$ cat src/hw/dma_spi_pkg.sv
/*
 * shared widths and depths for the DMA SPI controller
 * SPI instruction bytes and the two transfer mode codes
 * host register select encoding
 * configuration and SPI pin bundles
 */
package dma_spi_pkg;

	localparam int data_w     = 8;   // byte width
	localparam int chan_n     = 4;   // I/O channels
	localparam int cnt_w      = 4;   // byte count width
	localparam int fifo_depth = 16;  // power of two
	localparam int sclk_div   = 2;   // clk cycles per sclk half period

	localparam logic [data_w-1:0] op_read  = 8'h01;
	localparam logic [data_w-1:0] op_write = 8'h02;

	localparam logic [3:0] mode_mem_to_io = 4'b1001;
	localparam logic [3:0] mode_io_to_mem = 4'b0110;

	typedef enum logic [1:0] {
		sel_addr  = 2'd0,
		sel_count = 2'd1,
		sel_mode  = 2'd3
	} reg_sel_e;

	typedef struct packed {
		logic [data_w-1:0] addr;   // memory start address
		logic [cnt_w-1:0]  count;  // bytes to move
		logic [3:0]        mode;
	} dma_cfg_t;

	typedef struct packed {
		logic            sclk;
		logic            mosi;
		logic [chan_n:0] ss;  // active low, bit 0 memory, bit k+1 channel k
	} spi_pins_t;

endpackage

$ cat src/hw/dma_cfg_regs.sv
/*
 * host configuration registers
 * address, byte count and mode, loaded through the 8-bit
 * data port while the bus is not granted
 */
module dma_cfg_regs (
	input  logic                           clk,
	input  logic                           rst,
	input  logic                           bgnt,
	input  logic [1:0]                     ds,
	input  logic [dma_spi_pkg::data_w-1:0] data,
	output dma_spi_pkg::dma_cfg_t          cfg
);

	import dma_spi_pkg::*;

	// --------------------------------------------------
	// register write, one register per clk
	// --------------------------------------------------
	always_ff @(posedge clk or negedge rst) begin
		if (!rst) begin
			cfg <= '0;  // mode 0 is invalid, nothing starts
		end else if (!bgnt) begin
			case (reg_sel_e'(ds))
				sel_addr: begin
					cfg.addr <= data;
				end
				sel_count: begin
					cfg.count <= data[cnt_w-1:0];  // upper bits ignored
				end
				sel_mode: begin
					cfg.mode <= data[3:0];
				end
				default: begin
					cfg <= cfg;  // code 2'b10 selects nothing
				end
			endcase
		end
	end

endmodule

$ cat src/hw/dma_arbiter.sv
/*
 * fixed-priority DMA request resolver
 * channel 0 has the highest priority, the grant is frozen
 * while the bus is granted
 * bus request and active-low acknowledge
 */
module dma_arbiter (
	input  logic                           clk,
	input  logic                           rst,
	input  logic [dma_spi_pkg::chan_n-1:0] dreq,
	input  logic                           bgnt,
	output logic [dma_spi_pkg::chan_n-1:0] grant,
	output logic [dma_spi_pkg::chan_n-1:0] dack,
	output logic                           breq
);

	import dma_spi_pkg::*;

	logic [chan_n-1:0] pick;  // one-hot winner of the current requests
	logic              pr_en;

	// isolate the lowest set request bit
	assign pick  = dreq & (~dreq + chan_n'(1));
	assign pr_en = !bgnt && (|dreq);  // resolve only off the bus

	always_ff @(posedge clk or negedge rst) begin
		if (!rst) begin
			grant <= '0;
		end else if (pr_en) begin
			grant <= pick;
		end
	end

	// --------------------------------------------------
	// host side handshake levels
	// --------------------------------------------------
	assign breq = |grant;
	assign dack = bgnt ? ~grant : '1;  // low only for the served channel

endmodule

$ cat src/hw/spi_byte_engine.sv
/*
 * SPI mode 0 byte engine
 * sclk divider that runs only while shifting
 * byte shift-out register, MSB first on falling edges
 * byte shift-in register sampled on rising edges
 */
module spi_byte_engine #(
	parameter int sclk_div = dma_spi_pkg::sclk_div
) (
	input  logic                           clk,
	input  logic                           rst,
	input  logic                           tx_load,
	input  logic [dma_spi_pkg::data_w-1:0] tx_byte,
	input  logic                           tx_start,
	input  logic                           rx_start,
	input  logic                           miso,
	output logic                           sclk,
	output logic                           mosi,
	output logic [dma_spi_pkg::data_w-1:0] rx_byte,
	output logic                           byte_done
);

	import dma_spi_pkg::*;

	localparam int div_w = (sclk_div > 1) ? $clog2(sclk_div) : 1;
	localparam int bit_w = $clog2(data_w);

	logic              active;   // byte in flight
	logic [div_w-1:0]  div_cnt;
	logic [bit_w-1:0]  bit_cnt;  // bits completed
	logic              tick;     // sclk phase boundary
	logic [data_w-1:0] tx_sr;
	logic [data_w-1:0] rx_sr;

	assign tick    = active && (div_cnt == div_w'(sclk_div - 1));
	assign mosi    = tx_sr[data_w-1];
	assign rx_byte = rx_sr;

	// --------------------------------------------------
	// divider, bit counter and sclk
	// --------------------------------------------------
	always_ff @(posedge clk or negedge rst) begin
		if (!rst) begin
			active    <= 1'b0;
			div_cnt   <= '0;
			bit_cnt   <= '0;
			sclk      <= 1'b0;
			byte_done <= 1'b0;
		end else begin
			byte_done <= 1'b0;
			if (!active) begin
				if (tx_start || rx_start) begin
					active  <= 1'b1;
					div_cnt <= '0;
					bit_cnt <= '0;
				end
			end else if (tick) begin
				div_cnt <= '0;
				sclk    <= ~sclk;
				if (sclk) begin  // falling edge closes a bit
					if (bit_cnt == bit_w'(data_w - 1)) begin
						active    <= 1'b0;
						byte_done <= 1'b1;
					end else begin
						bit_cnt <= bit_cnt + bit_w'(1);
					end
				end
			end else begin
				div_cnt <= div_cnt + div_w'(1);
			end
		end
	end

	// --------------------------------------------------
	// shift registers
	// --------------------------------------------------
	always_ff @(posedge clk) begin
		if (tx_load) begin
			tx_sr <= tx_byte;
		end else if (rx_start && !active) begin
			tx_sr <= '0;  // mosi idles low on reads
		end else if (tick && sclk) begin
			tx_sr <= {tx_sr[data_w-2:0], 1'b0};
		end
		if (tick && !sclk) begin
			rx_sr <= {rx_sr[data_w-2:0], miso};  // sample with sclk rising
		end
	end

endmodule

$ cat src/hw/byte_fifo.sv
/*
 * synchronous byte FIFO
 * circular buffer with wrap-bit pointers and a registered read,
 * rd_data is valid the cycle after rd_en
 */
module byte_fifo #(
	parameter int fifo_depth = dma_spi_pkg::fifo_depth
) (
	input  logic                           clk,
	input  logic                           rst,
	input  logic                           wr_en,
	input  logic [dma_spi_pkg::data_w-1:0] wr_data,
	input  logic                           rd_en,
	output logic [dma_spi_pkg::data_w-1:0] rd_data,
	output logic                           empty
);

	import dma_spi_pkg::*;

	localparam int ptr_w = $clog2(fifo_depth);

	logic [data_w-1:0] mem [fifo_depth];
	logic [ptr_w:0]    wr_ptr;  // msb is the wrap bit
	logic [ptr_w:0]    rd_ptr;
	logic              do_rd;

	assign empty = (wr_ptr == rd_ptr);
	assign do_rd = rd_en && !empty;

	always_ff @(posedge clk or negedge rst) begin
		if (!rst) begin
			wr_ptr <= '0;
			rd_ptr <= '0;
		end else begin
			if (wr_en) begin
				wr_ptr <= wr_ptr + (ptr_w + 1)'(1);
			end
			if (do_rd) begin
				rd_ptr <= rd_ptr + (ptr_w + 1)'(1);
			end
		end
	end

	// storage and read register
	always_ff @(posedge clk) begin
		if (wr_en) begin
			mem[wr_ptr[ptr_w-1:0]] <= wr_data;
		end
		if (do_rd) begin
			rd_data <= mem[rd_ptr[ptr_w-1:0]];
		end
	end

endmodule

$ cat src/hw/dma_sequencer.sv
/*
 * DMA transfer FSM
 * source phase fills the FIFO from memory or a device,
 * sink phase drains it to the other side
 * one slave-select frame per byte, instruction, address, data
 */
module dma_sequencer (
	input  logic                           clk,
	input  logic                           rst,
	input  logic                           bgnt,
	input  dma_spi_pkg::dma_cfg_t          cfg,
	input  logic [dma_spi_pkg::chan_n-1:0] grant,
	input  logic                           byte_done,
	input  logic [dma_spi_pkg::data_w-1:0] rx_byte,
	input  logic [dma_spi_pkg::data_w-1:0] fifo_rd_data,
	input  logic                           fifo_empty,
	output logic [dma_spi_pkg::chan_n:0]   ss,
	output logic                           tx_load,
	output logic [dma_spi_pkg::data_w-1:0] tx_byte,
	output logic                           tx_start,
	output logic                           rx_start,
	output logic                           fifo_wr,
	output logic                           fifo_rd,
	output logic                           dma_busy,
	output logic                           dma_done
);

	import dma_spi_pkg::*;

	typedef enum logic [2:0] {
		st_idle, st_sel, st_load, st_start, st_wait, st_fetch, st_gap, st_done
	} state_e;

	typedef enum logic [1:0] {
		kind_cmd, kind_addr, kind_data
	} kind_e;

	state_e            state;
	kind_e             kind;         // byte within the frame
	logic              sink;         // second phase
	logic              m2i;          // memory-to-I/O transfer
	logic [cnt_w-1:0]  frames_left;
	logic [data_w-1:0] addr_ptr;
	logic              mem_frame;
	logic              mode_ok;

	assign mode_ok   = (cfg.mode == mode_mem_to_io) || (cfg.mode == mode_io_to_mem);
	assign mem_frame = m2i ^ sink;  // memory is read first in m2i, written last otherwise

	// --------------------------------------------------
	// strobes and status
	// --------------------------------------------------
	assign tx_load  = (state == st_load);
	assign tx_start = (state == st_start) && ((kind != kind_data) || sink);
	assign rx_start = (state == st_start) && (kind == kind_data) && !sink;
	assign fifo_rd  = (state == st_fetch);
	assign fifo_wr  = (state == st_wait) && byte_done && (kind == kind_data) && !sink;
	assign dma_done = (state == st_done);
	assign dma_busy = bgnt && (state != st_idle) && (state != st_done);

	// byte path, also carries received data into the FIFO
	always_comb begin
		case (kind)
			kind_cmd:  tx_byte = sink ? op_write : op_read;
			kind_addr: tx_byte = addr_ptr;
			default:   tx_byte = sink ? fifo_rd_data : rx_byte;
		endcase
	end

	// --------------------------------------------------
	// frame sequencing
	// --------------------------------------------------
	always_ff @(posedge clk or negedge rst) begin
		if (!rst) begin
			state       <= st_idle;
			kind        <= kind_cmd;
			sink        <= 1'b0;
			m2i         <= 1'b0;
			frames_left <= '0;
			addr_ptr    <= '0;
			ss          <= '1;
		end else if (!bgnt) begin
			state <= st_idle;  // bus withdrawn or transfer acknowledged
			ss    <= '1;
		end else begin
			case (state)
				st_idle: begin
					if (mode_ok) begin
						m2i         <= (cfg.mode == mode_mem_to_io);
						sink        <= 1'b0;
						frames_left <= cfg.count;
						addr_ptr    <= cfg.addr;
						state       <= st_sel;
					end
				end
				st_sel: begin
					ss          <= mem_frame ? {{chan_n{1'b1}}, 1'b0} : ~{grant, 1'b0};
					frames_left <= frames_left - cnt_w'(1);
					kind        <= kind_cmd;
					state       <= st_load;
				end
				st_load: state <= st_start;
				st_start: state <= st_wait;
				st_wait: begin
					if (byte_done) begin
						if (kind == kind_data) begin
							state <= st_gap;
						end else if ((kind == kind_cmd) && mem_frame) begin
							kind  <= kind_addr;
							state <= st_load;
						end else begin
							kind  <= kind_data;
							state <= sink ? st_fetch : st_start;  // reads skip the load
						end
						if (kind == kind_addr) begin
							addr_ptr <= addr_ptr + data_w'(1);
						end
					end
				end
				st_fetch: state <= st_load;  // FIFO read latency
				st_gap: begin
					ss <= '1;
					if (!sink && (frames_left == '0)) begin
						sink     <= 1'b1;
						addr_ptr <= cfg.addr;
						state    <= st_sel;
					end else if (sink && fifo_empty) begin
						state <= st_done;
					end else begin
						state <= st_sel;
					end
				end
				st_done: state <= st_done;  // held until bgnt falls
				default: state <= st_idle;
			endcase
		end
	end

endmodule

$ cat src/hw/dma_spi_master.sv
/*
 * DMA SPI controller top level
 * configuration registers, arbiter, sequencer,
 * SPI byte engine and byte FIFO
 */
module dma_spi_master #(
	parameter int fifo_depth = dma_spi_pkg::fifo_depth,
	parameter int sclk_div   = dma_spi_pkg::sclk_div
) (
	input  logic                           clk,
	input  logic                           rst,
	input  logic [dma_spi_pkg::data_w-1:0] data,
	input  logic [1:0]                     ds,
	input  logic                           bgnt,
	output logic                           breq,
	output logic [dma_spi_pkg::chan_n-1:0] dack,
	output logic                           dma_busy,
	output logic                           dma_done,
	input  logic [dma_spi_pkg::chan_n-1:0] dreq,
	input  logic                           miso,
	output dma_spi_pkg::spi_pins_t         spi
);

	import dma_spi_pkg::*;

	dma_cfg_t          cfg;
	logic [chan_n-1:0] grant;
	logic [chan_n:0]   ss;
	logic              sclk;
	logic              mosi;
	logic              tx_load;
	logic [data_w-1:0] tx_byte;  // engine load data and FIFO write data
	logic              tx_start;
	logic              rx_start;
	logic [data_w-1:0] rx_byte;
	logic              byte_done;
	logic              fifo_wr;
	logic              fifo_rd;
	logic [data_w-1:0] fifo_rd_data;
	logic              fifo_empty;

	dma_cfg_regs i_cfg (
		.clk, .rst, .bgnt, .ds, .data, .cfg
	);

	dma_arbiter i_arb (
		.clk, .rst, .dreq, .bgnt, .grant, .dack, .breq
	);

	dma_sequencer i_seq (
		.clk, .rst, .bgnt, .cfg, .grant, .byte_done, .rx_byte, .fifo_rd_data,
		.fifo_empty, .ss, .tx_load, .tx_byte, .tx_start, .rx_start, .fifo_wr,
		.fifo_rd, .dma_busy, .dma_done
	);

	spi_byte_engine #(.sclk_div(sclk_div)) i_eng (
		.clk, .rst, .tx_load, .tx_byte, .tx_start, .rx_start, .miso,
		.sclk, .mosi, .rx_byte, .byte_done
	);

	byte_fifo #(.fifo_depth(fifo_depth)) i_fifo (
		.clk, .rst, .wr_en(fifo_wr), .wr_data(tx_byte), .rd_en(fifo_rd),
		.rd_data(fifo_rd_data), .empty(fifo_empty)
	);

	assign spi = '{sclk: sclk, mosi: mosi, ss: ss};

endmodule

$ cat config.mk
export PLATFORM = sky130hd
export DESIGN_NAME = dma_spi_master
export DESIGN_NICKNAME = d
export VERILOG_FILES = /design/src/hw/dma_spi_pkg.sv /design/src/hw/dma_cfg_regs.sv /design/src/hw/dma_arbiter.sv /design/src/hw/spi_byte_engine.sv /design/src/hw/byte_fifo.sv /design/src/hw/dma_sequencer.sv /design/src/hw/dma_spi_master.sv
export SDC_FILE = /design/constraint.sdc
export NUM_CORES = 1
export LEC_CHECK = 0
export ABC_AREA = 0
export BUFFER_PORTS_ARGS = -buffer_cell sky130_fd_sc_hd__buf_2
export CAP_MARGIN = 15
export CORE_MARGIN = 2
export CORE_UTILIZATION = 28
export CTS_CLUSTER_DIAMETER = 80
export DETAILED_ROUTE_END_ITERATION = 7
export GPL_ROUTABILITY_DRIVEN = 0
export SLEW_MARGIN = 15
export SYNTH_ARGS = -nofsm -noshare
export SYNTH_HDL_FRONTEND = slang
export SYNTH_SLANG_ARGS = --single-unit
$ cat constraint.sdc
create_clock -name clk -period 6.7 [get_ports clk]
set_clock_uncertainty 0.1 [all_clocks]
set_input_delay 0.335 -clock clk [delete_from_list [all_inputs] [get_ports clk]]
set_output_delay 0.335 -clock clk [all_outputs]
set_load 0.01 [all_outputs]
# Word-level counts from Yosys, hierarchy flattened
# Memory sizes are Yosys's and may differ from the RTL's. A register that Yosys moved wholly into a read port is not among the register bits.
# Cells that the tools add are included.
# word_totals
regBits	77
latchBits	0
mem_bits_rw	128
mem_bits_ro	0
in_bits	18
output_inout_bits	14
wordCells	165
mem_count	1
# classes
n_addsub	7
multipliers	0
div_mod_pow	0
magnitude_cmp	0
eq_ne	28
shifts	0
mux	52
n_bitwise	7
n_reduce_logical	50
# memory_table
memory	depth	width	read_ports	rd_ports_with_merged_regs	wr	line_no	text
i_fifo.mem	16	8	1	1	1	byte_fifo.sv:22	logic [data_w-1:0] mem [fifo_depth];
# ops
cell	n
8-bit 2-to-1 mux	8
3-bit 2-to-1 mux	13
8-bit one-hot mux with 3 select lines	1
3-bit one-hot mux with 7 select lines	1
1-bit logical AND	17
1-bit 2-to-1 mux	16
8-bit one-hot mux with 2 select lines	1
3-bit equality test, second input constant	5
4-bit AND reduction	3
5-bit by 1-bit adder with 5-bit output, second input constant	2
5-bit 2-to-1 mux	2
2-bit inequality test, second input constant	5
5-bit one-hot mux with 2 select lines	1
2-bit AND reduction	5
3-bit nonzero test	3
8-bit by 1-bit adder with 8-bit output, second input constant	1
2-bit 2-to-1 mux	4
4-bit 2-to-1 mux	2
2-bit by 1-bit inequality test with 1-bit output, second input constant	4
4-bit inverter	2
4-bit one-hot mux with 2 select lines	1
2-bit nonzero test	4
4-bit OR reduction	2
3-bit by 2-bit equality test with 1-bit output, second input constant	2
27 further kinds	39

# Depth between registers and ports, before layout
# Gate-level depths: netlist (run 1).
# depth
depth_word	7
mapped_depth	8
mapped_depth_nobuf	7

# By module
# Synthesis (run 1) repeated with hierarchy kept, for this count alone.
# hier_totals
cells_unflattened	640
area_unflattened_um2	9303.9
# modules_own_cells
module	instances	cells_each	area_per_inst_um2
byte_fifo	1	295	5780.5
dma_sequencer	1	215	1735.4
spi_byte_engine	1	71	925.9
dma_cfg_regs	1	35	623.1
dma_arbiter	1	22	224.0
dma_spi_master	1	2	15.0

# Least setup slack after synthesis (run 1)
# No wires, ideal clock.
# synth_timing
path_kind	reg-to-reg
start	register i_seq.state[0]
end	memory i_fifo.mem[3][0] (enable)
t_arrival_ns	1.806
required_time_ns	6.217
path_slack_ns	4.410
stages_incl_launch_ff	7
period_less_slack_ns	2.290
cell_sequence	dfrtp_1 > buf_6 > nor3b_1 > and3_1 > buf_2 > nand2_1 > nor3_1
# synth_via
elab_chain_cells	6
# synth_rtl
item	line_no	text
start, declared	dma_sequencer.sv:38	state_e state;
start signal, assigned	dma_sequencer.sv:75	state <= st_idle;
start signal, assigned	dma_sequencer.sv:83	state <= st_idle;
start signal, assigned	dma_sequencer.sv:93	state <= st_sel;
3-bit equality test	dma_sequencer.sv:57	assign fifo_wr = (state == st_wait) && byte_done && (kind == kind_data) && !sink;
1-bit logical AND (3 in series)	dma_sequencer.sv:57	
1-bit 2-to-1 mux	byte_fifo.sv:46	if (wr_en) begin
1-bit 2-to-1 mux (implied by the code)	byte_fifo.sv:47	mem[wr_ptr[ptr_w-1:0]] <= wr_data;
end, declared	byte_fifo.sv:22	
# Every way passes these cells.

# Worst setup path in the final report (run 1)
# layout_timing
start	register i_seq.state[2]
end	memory i_fifo.mem[3][0] (enable)
# The elaborated chain is that of the path after synthesis.

==> impl_metrics.ini, run 1 <==
[outcome]
status = finished clean

[min_path]
hp-class = input port to flop
whs_path_depth = 2
whs_endpoint = i_cfg.cfg[9]$_DFFE_PN0P_
hp-start = data[1]

[layout]
antennaDiodeCount = 0
drive_gt1_share_pct = 23.5
syn_to_final_growth_pct = 14.5
nFillCells = 3048
fin_nets = 633

[cts]
path_clk_slew_ns = 0.06
clock-sinks = 213
cts_tree = done
cts-root-buf = clkbuf_16
cts_setup_buffers = 0
worstSkewPairLatency_ns = 0.50
cts.path.max_buffers = 3
cts_inserted_buffers = 21
cts_max_level = 1

[pwr]
p_leak_nw = 3.59
irDropWorstVdd_mv = 0.160
powerDensity_mw_per_mm2 = 327
power_mw = 3.38

[sta]
finalSetupViolCount = 0
hold_viol = 0
finalCritPeriodShare_pct = 45.0
period_needed_ns = 3.01
rsz0062_at_grt = false
slew_headroom_pct = 31.5
maxSlewViolCount = 0
worst_pin_slew_ns = 1.02
finalSetupTns_ns = 0
timing.fmax_mhz = 332

[yosys]
ys_types = 59
synth_commonest_cells = 152 x edfxtp_1, 56 x dfrtp_1, 40 x mux4_2, 34 x nor2_1, 29 x nand2_1
syn_nets = 591
yosysTopAreaCell = edfxtp_1
ys_ff_latch = 213
synth_edf_count = 152
syn_area_mm2 = 0.00901
async_flop_share_pct = 28.6
synth_top_area_share_pct = 50.6
synthTopCellsByArea = edfxtp_1 51%, dfrtp_1 16%, mux4_2 10%
ys_seq_area_share_pct = 67.7
syn_area_per_cell_um2 = 16.0
ys_warn_count = 0
synthCells = 563
synth_flop_cell = edfxtp_1
synth.most_common_cell = edfxtp_1

[die]
dieHeight_um = 183
io_pins = 32
die-area_mm2 = 0.0336
core_area_mm2 = 0.0316
die_w_um = 183
start_util_pct = 28.5
rows = 65

[worst_setup_path]
worstSetupPathType = flop to flop
reg2regPathDepth = 5
ff2ff_setup_slack_ns = 3.69
worstReg2RegStart = i_seq.state[2]$_DFFE_PN0P_
rr_endpoint = i_fifo.mem[3][0]$_DFFE_PP_
cp_max_fo = 16
crit_path_end_kind = flop
worst_ep_required_time_ns = 6.72
cp.arrival_ns = 3.03
critPathLaunchType = flop

[routing]
num_vias = 4964
wirelength_um = 18800
drt_iter0_markers = 414
dr.max_layer_used = met4
wl_per_cell_um = 18.5
drtPass1Iterations = 4
wl_met3_um = 815
detail-route-antenna-nets = 0
met2_length_um = 8890
viasPerCell = 4.87
wl_met1_um = 8680
route.detailed.drc = 0

[placement]
port_buffers = 31
hpwl_um = 12200

[grt]
track_usage_pct = 11.3
grt_pass1_vias = 4970
grt_start_max_net_pins = 62
overflow = 0
antenna_found_initial = 0
grt_pass1_wl_um = 29600

[flow_run]
maxCapViolCount = 0
[report_power, final]
group	total, mW	switching [mW]	internal, mW
sequential	1.75	0.129	1.62
clock	1.12	0.473	0.649
combinational	0.509	0.311	0.198
total	3.38	0.913	2.46
[how the worst max path moves through the flow]
stage	slack, ns	startpoint	depth (start not counted)	to
after CTS	3.62	i_seq.state[2]$_DFFE_PN0P_	5	i_fifo.mem[1][7]$_DFFE_PP_
after detailed placement	3.59	i_seq.state[0]$_DFFE_PN0P_	5	i_fifo.mem[1][7]$_DFFE_PP_
after floorplan	4.41	i_seq.state[0]$_DFFE_PN0P_	6	i_fifo.mem[3][0]$_DFFE_PP_
after global placement	3.67	i_seq.state[0]$_DFFE_PN0P_	5	i_fifo.mem[1][5]$_DFFE_PP_
final	3.69	i_seq.state[2]$_DFFE_PN0P_	5	i_fifo.mem[3][0]$_DFFE_PP_
after global routing	3.39	i_seq.state[2]$_DFFE_PN0P_	5	i_fifo.mem[3][3]$_DFFE_PP_
[registers in the layout (all words and copies together) (netlist names)]
register and flops:
i_seq.ss 5, i_fifo.rd_ptr 5, i_eng.tx_sr 8, i_seq.m2i 1, i_arb.grant 4, i_seq.addr_ptr 8
i_seq.frames_left 4, i_eng.bit_cnt 3, i_eng.byte_done 1, i_eng.active 1, i_eng.div_cnt 1, i_eng.rx_byte 8
i_fifo.mem 128, i_eng.sclk 1, i_cfg.cfg 16, i_seq.kind 2, i_seq.state 3, i_fifo.wr_ptr 5
i_fifo.rd_data 8, i_seq.sink 1
[layout by cell type, fill, tap and decap left out, types with 4 or more instances in the layout]
cell and n:
clkinv_2 4, xnor2_1 10, nor3_1 9, nand2_1 29, mux4_2 40, edfxtp_1 152
a22o_1 9, mux2i_1 8, ha_1 10, dfstp_2 5, o21ai_0 7, a31oi_1 5
and3_1 6, clkinv_1 4, o21ai_1 20, dlygate4sd3_1 8, mux2_2 17, nand3_1 13
inv_1 13, buf_2 31, a21oi_1 25, nor2_1 34, clkbuf_16 21, xor2_1 5
dfrtp_1 55, buf_4 10, nor3b_1 6
[logic make-up after synthesis]
kind of cell,count (synthesis),synth area share [%]
xor gates and xnor gates,15,1.46
DFF,213,67.7
AOI/OAI and AO/OA,94,6.80
buffers and inverters,43,2.39
adders and majority gates,10,1.39
and+or+nand+nor,122,7.18
muxes,66,13.1
[critical path: stages (launching register included)]
cell and delay, ns:
dfrtp_1 0.60, nor3b_1 0.24, buf_4 0.22, and3_1 0.37, nand2_1 0.26, nor3_1 0.84
[stage by stage]
step	hold WS (ns)	util (%)	cell area [µm²]	worst slack, ns	cells
after floorplan	-0.0606	-	9010	4.41	563
after global placement	0.343	30.3	9590	3.67	976
after detailed placement	0.337	30.3	9590	3.59	976
after CTS	0.00863	32.6	10300	3.62	1019
after global routing	0.0118	32.6	10300	3.39	1019
final	0.0139	32.6	10300	3.69	1019
[what timing repair did]
| action | in CTS | in global routing |
|---|---|---|
| resized for setup | 0 | 0 |
| hold buffers | 8 | 0 |
| endpoints found under the hold margin | 62 | 0 |
[per-layer routing]
| layer | vias to the layer above | global-route usage, % |
|---|---|---|
| li1 | 2269 | - |
| met1 | 2548 | 15.8 |
| met5 | - | 0 |
| met4 | 0 | 2.82 |
| met3 | 31 | 2.03 |
| met2 | 116 | 18.4 |
[cell type report]
class                   count  area, µm²  share of cell area (%)
clock buffers              24        537                    5.20
clock inverters            11        104                    1.01
inverters                  13       48.8                   0.473
multi-input cells         307       2720                    26.3
flip-flops and latches    213       6100                    59.1
well taps                 402        503                    4.87
repair buffers             49        310                    3.01
Note: power is estimated with default switching activity, not from simulation.
==> run 2: changes to the inputs <==
==> constraint.sdc (replaced) <==
create_clock -name clk -period 2.6 [get_ports clk]
set_clock_uncertainty 0.1 [all_clocks]
set_input_delay 0.13 -clock clk [delete_from_list [all_inputs] [get_ports clk]]
set_output_delay 0.13 -clock clk [all_outputs]
set_load 0.01 [all_outputs]
==> run 2 against run 1 <==
Final cell count up 5.0%; final area up 4.0%; fmax up 31%; utilization up 1.3 points; sequential power rose to 2.5 times the previous value; combinational power rose to 2.8 times the previous value; total power rose to 2.6 times the previous value; critical path type unchanged; largest cell class unchanged.
==> impl_metrics.ini, run 2 (synthesis gave the netlist of run 1 again) <==
[cts]
cts-root-buf = clkbuf_16
cts_resized = 0
clock-sinks = 213
cts_max_level = 1
cts_inserted_buffers = 22
cts.path.max_buffers = 3
path_clk_slew_ns = 0.06
worstSkewPairLatency_ns = 0.51
cts_tree = done

[sta]
timing.fmax_mhz = 435
period_needed_ns = 2.30
finalSetupTns_ns = 0
maxSlewViolCount = 0
finalCritPeriodShare_pct = 88.5
worst_pin_slew_ns = 0.766
hold_viol = 0
slew_headroom_pct = 48.8
finalSetupViolCount = 0
rsz0062_at_grt = false

[routing]
wirelength_um = 19600
drt_iter0_markers = 440
num_vias = 5199
drtPass1Iterations = 5
detail-route-antenna-nets = 0
viasPerCell = 4.86
wl_per_cell_um = 18.3
route.detailed.drc = 0

[pwr]
irDropWorstVdd_mv = 0.463
p_leak_nw = 3.82
powerDensity_mw_per_mm2 = 808

[grt]
grt_start_max_net_pins = 31
overflow = 0
grt_pass1_wl_um = 31100
antenna_found_initial = 0
grt_pass1_vias = 5332
track_usage_pct = 11.9

[die]
die_w_um = 183
dieHeight_um = 183
rows = 65
io_pins = 32
die-area_mm2 = 0.0336
start_util_pct = 28.5
core_area_mm2 = 0.0316

[worst_setup_path]
rr_endpoint = i_fifo.mem[3][0]$_DFFE_PP_
ff2ff_setup_slack_ns = 0.30
cp_max_fo = 15
critical_path.cell_chain = nor3b_1, and3_1, nand2_1, nor3_1, buf_4
worstReg2RegStart = i_seq.state[1]$_DFFE_PN0P_
slowest_stage = dfrtp_1
worstSetupPathType = flop to flop
cp.arrival_ns = 2.41
worst_ep_required_time_ns = 2.71
crit_path_end_kind = flop
critPathLaunchType = flop
reg2regPathDepth = 5
cpPeakStageDelay_ns = 0.52

[layout]
largest_register_ffs = 128
finalCoreUtilization_pct = 33.9
drive_gt1_share_pct = 26.6
mostFrequentLayoutCell = edfxtp_1
fin_nets = 681
mostFrequentLayoutCells = 152 x edfxtp_1, 55 x dfrtp_1, 43 x buf_4
nFillCells = 3006
syn_to_final_growth_pct = 19.0
antennaDiodeCount = 0

[flow_run]
maxCapViolCount = 0

[min_path]
hp-class = input port to flop
hp-start = ds[0]
whs_path_depth = 3
whs_endpoint = i_cfg.cfg[13]$_DFFE_PN0P_

[outcome]
status = finished clean

[placement]
port_buffers = 31
hpwl_um = 13100
[run 2: per-stage QoR]
step                      total power [mW]  cells  setup slack (ns)  area [µm²]  hold WS (ns)
final                                 8.66   1070             0.299       10700        0.0172
after global routing                  9.09   1070             0.146       10700        0.0303
after CTS                             8.77   1070             0.297       10700        0.0131
after detailed placement              5.87   1012             0.297        9890        0.0326
after global placement                5.84   1012             0.327        9890        0.0275
after floorplan                       5.40    563             0.310        9010        -0.266
[run 2: power breakdown]
| part | switching (mW) | internal [mW] |
|---|---|---|
| Sequential | 0.259 | 4.17 |
| Combinational | 0.832 | 0.565 |
| Clock | 1.24 | 1.60 |
[run 2: timing repair]
action / 4_1_cts / 5_1_grt
endpoints found under the hold margin: 54 / 0
buffers inserted: 0 / 0
hold buffers: 19 / 0
[run 2: worst max path at each step]
stage	from	endpoint	slack (ns)	depth (start not counted)
after floorplan	i_seq.state[0]$_DFFE_PN0P_	i_fifo.mem[3][0]$_DFFE_PP_	0.31	6
after global placement	i_seq.sink$_DFFE_PN0P_	i_fifo.mem[2][3]$_DFFE_PP_	0.33	5
after detailed placement	i_seq.state[1]$_DFFE_PN0P_	i_fifo.mem[2][5]$_DFFE_PP_	0.30	5
after CTS	i_seq.state[1]$_DFFE_PN0P_	i_fifo.mem[3][0]$_DFFE_PP_	0.30	5
after global routing	i_seq.state[1]$_DFFE_PN0P_	i_fifo.mem[3][0]$_DFFE_PP_	0.15	5
final	i_seq.state[1]$_DFFE_PN0P_	i_fifo.mem[3][0]$_DFFE_PP_	0.30	5
[run 2: cell type report]
type                    count  area, µm²  share of cell area [%]
well taps                 402        503                    4.69
multi-input cells         307       2700                    25.2
clock inverters             9       58.8                   0.548
repair buffers             96        728                    6.79
inverters                  13       48.8                   0.455
clock buffers              30        591                    5.51
flip-flops and latches    213       6100                    56.8
[run 2: critical path, delay by kind of cell, from the launching register on]
| family | cells | cell delay (ns) |
|---|---|---|
| buffers and inverters | 1 | 0.21 |
| DFF | 1 | 0.52 |
| and+or+nand+nor | 4 | 1.18 |
[run 2: layer usage]
| metal | wire length (µm) | track usage, % | vias to the layer above |
|---|---|---|---|
| li1 | - | - | 2386 |
| met1 | 9040 | 16.8 | 2645 |
| met2 | 9220 | 19.4 | 141 |
| met3 | 1020 | 2.08 | 27 |
| met4 | 342 | 2.08 | 0 |
| met5 | 0 | 0 | - |
==> run 3: changes to the inputs <==
--- a/config.mk
+++ b/config.mk
@@ -13,6 +13,7 @@
 export CTS_CLUSTER_DIAMETER = 80
 export DETAILED_ROUTE_END_ITERATION = 7
 export GPL_ROUTABILITY_DRIVEN = 0
+export GPL_TIMING_DRIVEN = 0
 export SLEW_MARGIN = 15
 export SYNTH_ARGS = -nofsm -noshare
 export SYNTH_HDL_FRONTEND = slang
==> run 3 against run 2 <==
Total power grew 3.1%; final area up 0.44%; setup slack worse by 0.15 ns; critical endpoint is now i_fifo.mem[0][0]$_DFFE_PP_; clock power is 5% higher; register-to-register slack lost 0.15 ns; highest routed layer unchanged; utilization grew 0.15 points.
==> impl_metrics.ini, run 3 (synthesis gave the netlist of run 1 again) <==
[routing]
wirelength_um = 19300
num_vias = 5058
drtPass1Iterations = 4
drt_iter0_markers = 336
detail-route-antenna-nets = 0
wl_per_cell_um = 18.1
viasPerCell = 4.76
route.detailed.drc = 0

[worst_setup_path]
cp.arrival_ns = 2.55
cp_max_fo = 10
worst_ep_required_time_ns = 2.70
reg2regPathDepth = 7
rr_endpoint = i_fifo.mem[0][0]$_DFFE_PP_
worstReg2RegStart = i_seq.kind[1]$_DFFE_PN0P_
worstSetupPathType = flop to flop
cp-startpoint = i_seq.kind[1]$_DFFE_PN0P_
ff2ff_setup_slack_ns = 0.15
critPathLaunchType = flop
crit_path_end_kind = flop

[min_path]
hp-class = input port to flop
whs_path_depth = 3
whs_endpoint = i_seq.state[0]$_DFFE_PN0P_
hp-start = bgnt

[cts]
worstSkewPairLatency_ns = 0.50
cts_inserted_buffers = 22
clock-sinks = 213
path_clk_slew_ns = 0.06
cts-root-buf = clkbuf_16
cts.path.max_buffers = 3
cts_max_level = 1
cts_tree = done

[die]
start_util_pct = 28.5
dieHeight_um = 183
core_area_mm2 = 0.0316
io_pins = 32
rows = 65
die-area_mm2 = 0.0336
die_w_um = 183

[layout]
nFillCells = 2994
seqCellArea_mm2 = 0.00610
antennaDiodeCount = 0
fin_nets = 675
syn_to_final_growth_pct = 19.6
multiInputGateArea_mm2 = 0.00280
largest_register_ffs = 128
mostFrequentLayoutCell = edfxtp_1
finalCoreUtilization_pct = 34.1
drive_gt1_share_pct = 27.2
mostFrequentLayoutCells = 152 x edfxtp_1, 56 x dfrtp_1, 40 x mux4_2

[grt]
antenna_found_initial = 0
grt_start_max_net_pins = 55
overflow = 0
grt_pass1_vias = 5208
track_usage_pct = 11.5
grt_pass1_wl_um = 30000

[sta]
timing.fmax_mhz = 408
finalSetupViolCount = 0
maxSlewViolCount = 0
finalCritPeriodShare_pct = 94.3
hold_viol = 0
slew_headroom_pct = 42.9
period_needed_ns = 2.45
worst_pin_slew_ns = 0.857
rsz0062_at_grt = true

[placement]
hpwl_um = 13200
port_buffers = 30

[flow_run]
maxCapViolCount = 0

[outcome]
status = finished clean

[pwr]
p_leak_nw = 3.78
power_mw = 8.94
powerDensity_mw_per_mm2 = 829
irDropWorstVdd_mv = 0.477
-- run 3: cell types whose count changed in the layout (fill, tap and decap cells not counted), moves of 10 or more --
cell      delta
buf_4       -40
nor2_1      -12
nor2_2      +12
buf_6       +10
clkbuf_1    +10
-- run 3: worst max-delay path by stage --
stage | end | slack, ns | cells past startpoint
2_1_floorplan | i_fifo.mem[3][0]$_DFFE_PP_ | 0.31 | 6
3_3_place_gp | i_fifo.mem[11][4]$_DFFE_PP_ | -0.84 | 4
3_5_place_dp | i_fifo.mem[3][6]$_DFFE_PP_ | -0.54 | 6
4_1_cts | i_fifo.rd_data[2]$_DFFE_PP_ | 0.0009 | 4
5_1_grt | i_fifo.mem[7][0]$_DFFE_PP_ | -0.04 | 6
6_report | i_fifo.mem[0][0]$_DFFE_PP_ | 0.15 | 7
-- run 3: worst max-delay path: stages (launching register included) --
cell and delay, ns:
dfrtp_1 0.32, buf_2 0.20, nor3b_1 0.28, and3_1 0.24, buf_2 0.19, nand2_1 0.21
nor3_2 0.35, buf_2 0.26
-- run 3: routing by layer --
| layer | wire length (µm) | vias to the layer above | track usage (%) |
|---|---|---|---|
| li1 | - | 2367 | - |
| met1 | 8610 | 2563 | 15.3 |
| met2 | 9460 | 103 | 19.9 |
| met3 | 892 | 25 | 2.26 |
| met4 | 285 | 0 | 1.92 |
| met5 | 0 | - | 0 |
-- run 3: report_power, final --
| part | switching (mW) | total (mW) | internal [mW] |
|---|---|---|---|
| clock | 1.25 | 2.99 | 1.74 |
| combinational | 0.921 | 1.53 | 0.614 |
| sequential | 0.245 | 4.41 | 4.17 |
-- run 3: through the flow --
stage               hold slack (ns)  setup WS, ns  std cells  TNS (ns)  area (µm²)
floorplan                    -0.266         0.310        563         0        9010
finish                       0.0393         0.148       1063         0       10800
global route                 0.0770       -0.0351       1063    -0.776       10800
detailed placement           -0.128        -0.542       1004    -21.02        9810
global placement              0.245        -0.838        995   -104.42        9670
CTS                          0.0333      0.000911       1063         0       10700
-- run 3: cell type report --
type / instances / area share [%]
inverter: 13 / 0.453
tap: 402 / 4.67
clock inverter: 7 / 0.615
clock buffer: 31 / 5.70
sequential: 213 / 56.6
buffer: 30 / 1.58
timing repair buffer: 60 / 4.38
multi-input combinational: 307 / 26.0
-- run 3: timing repair --
item / 4_1_cts / 5_1_grt
setup buffers: 0 / 0
resized for setup: 13 / 11
pin swaps: 0 / 0
setup endpoints to repair: 133 / 92
endpoints found under the hold margin: 82 / 0
hold buffers: 21 / 0
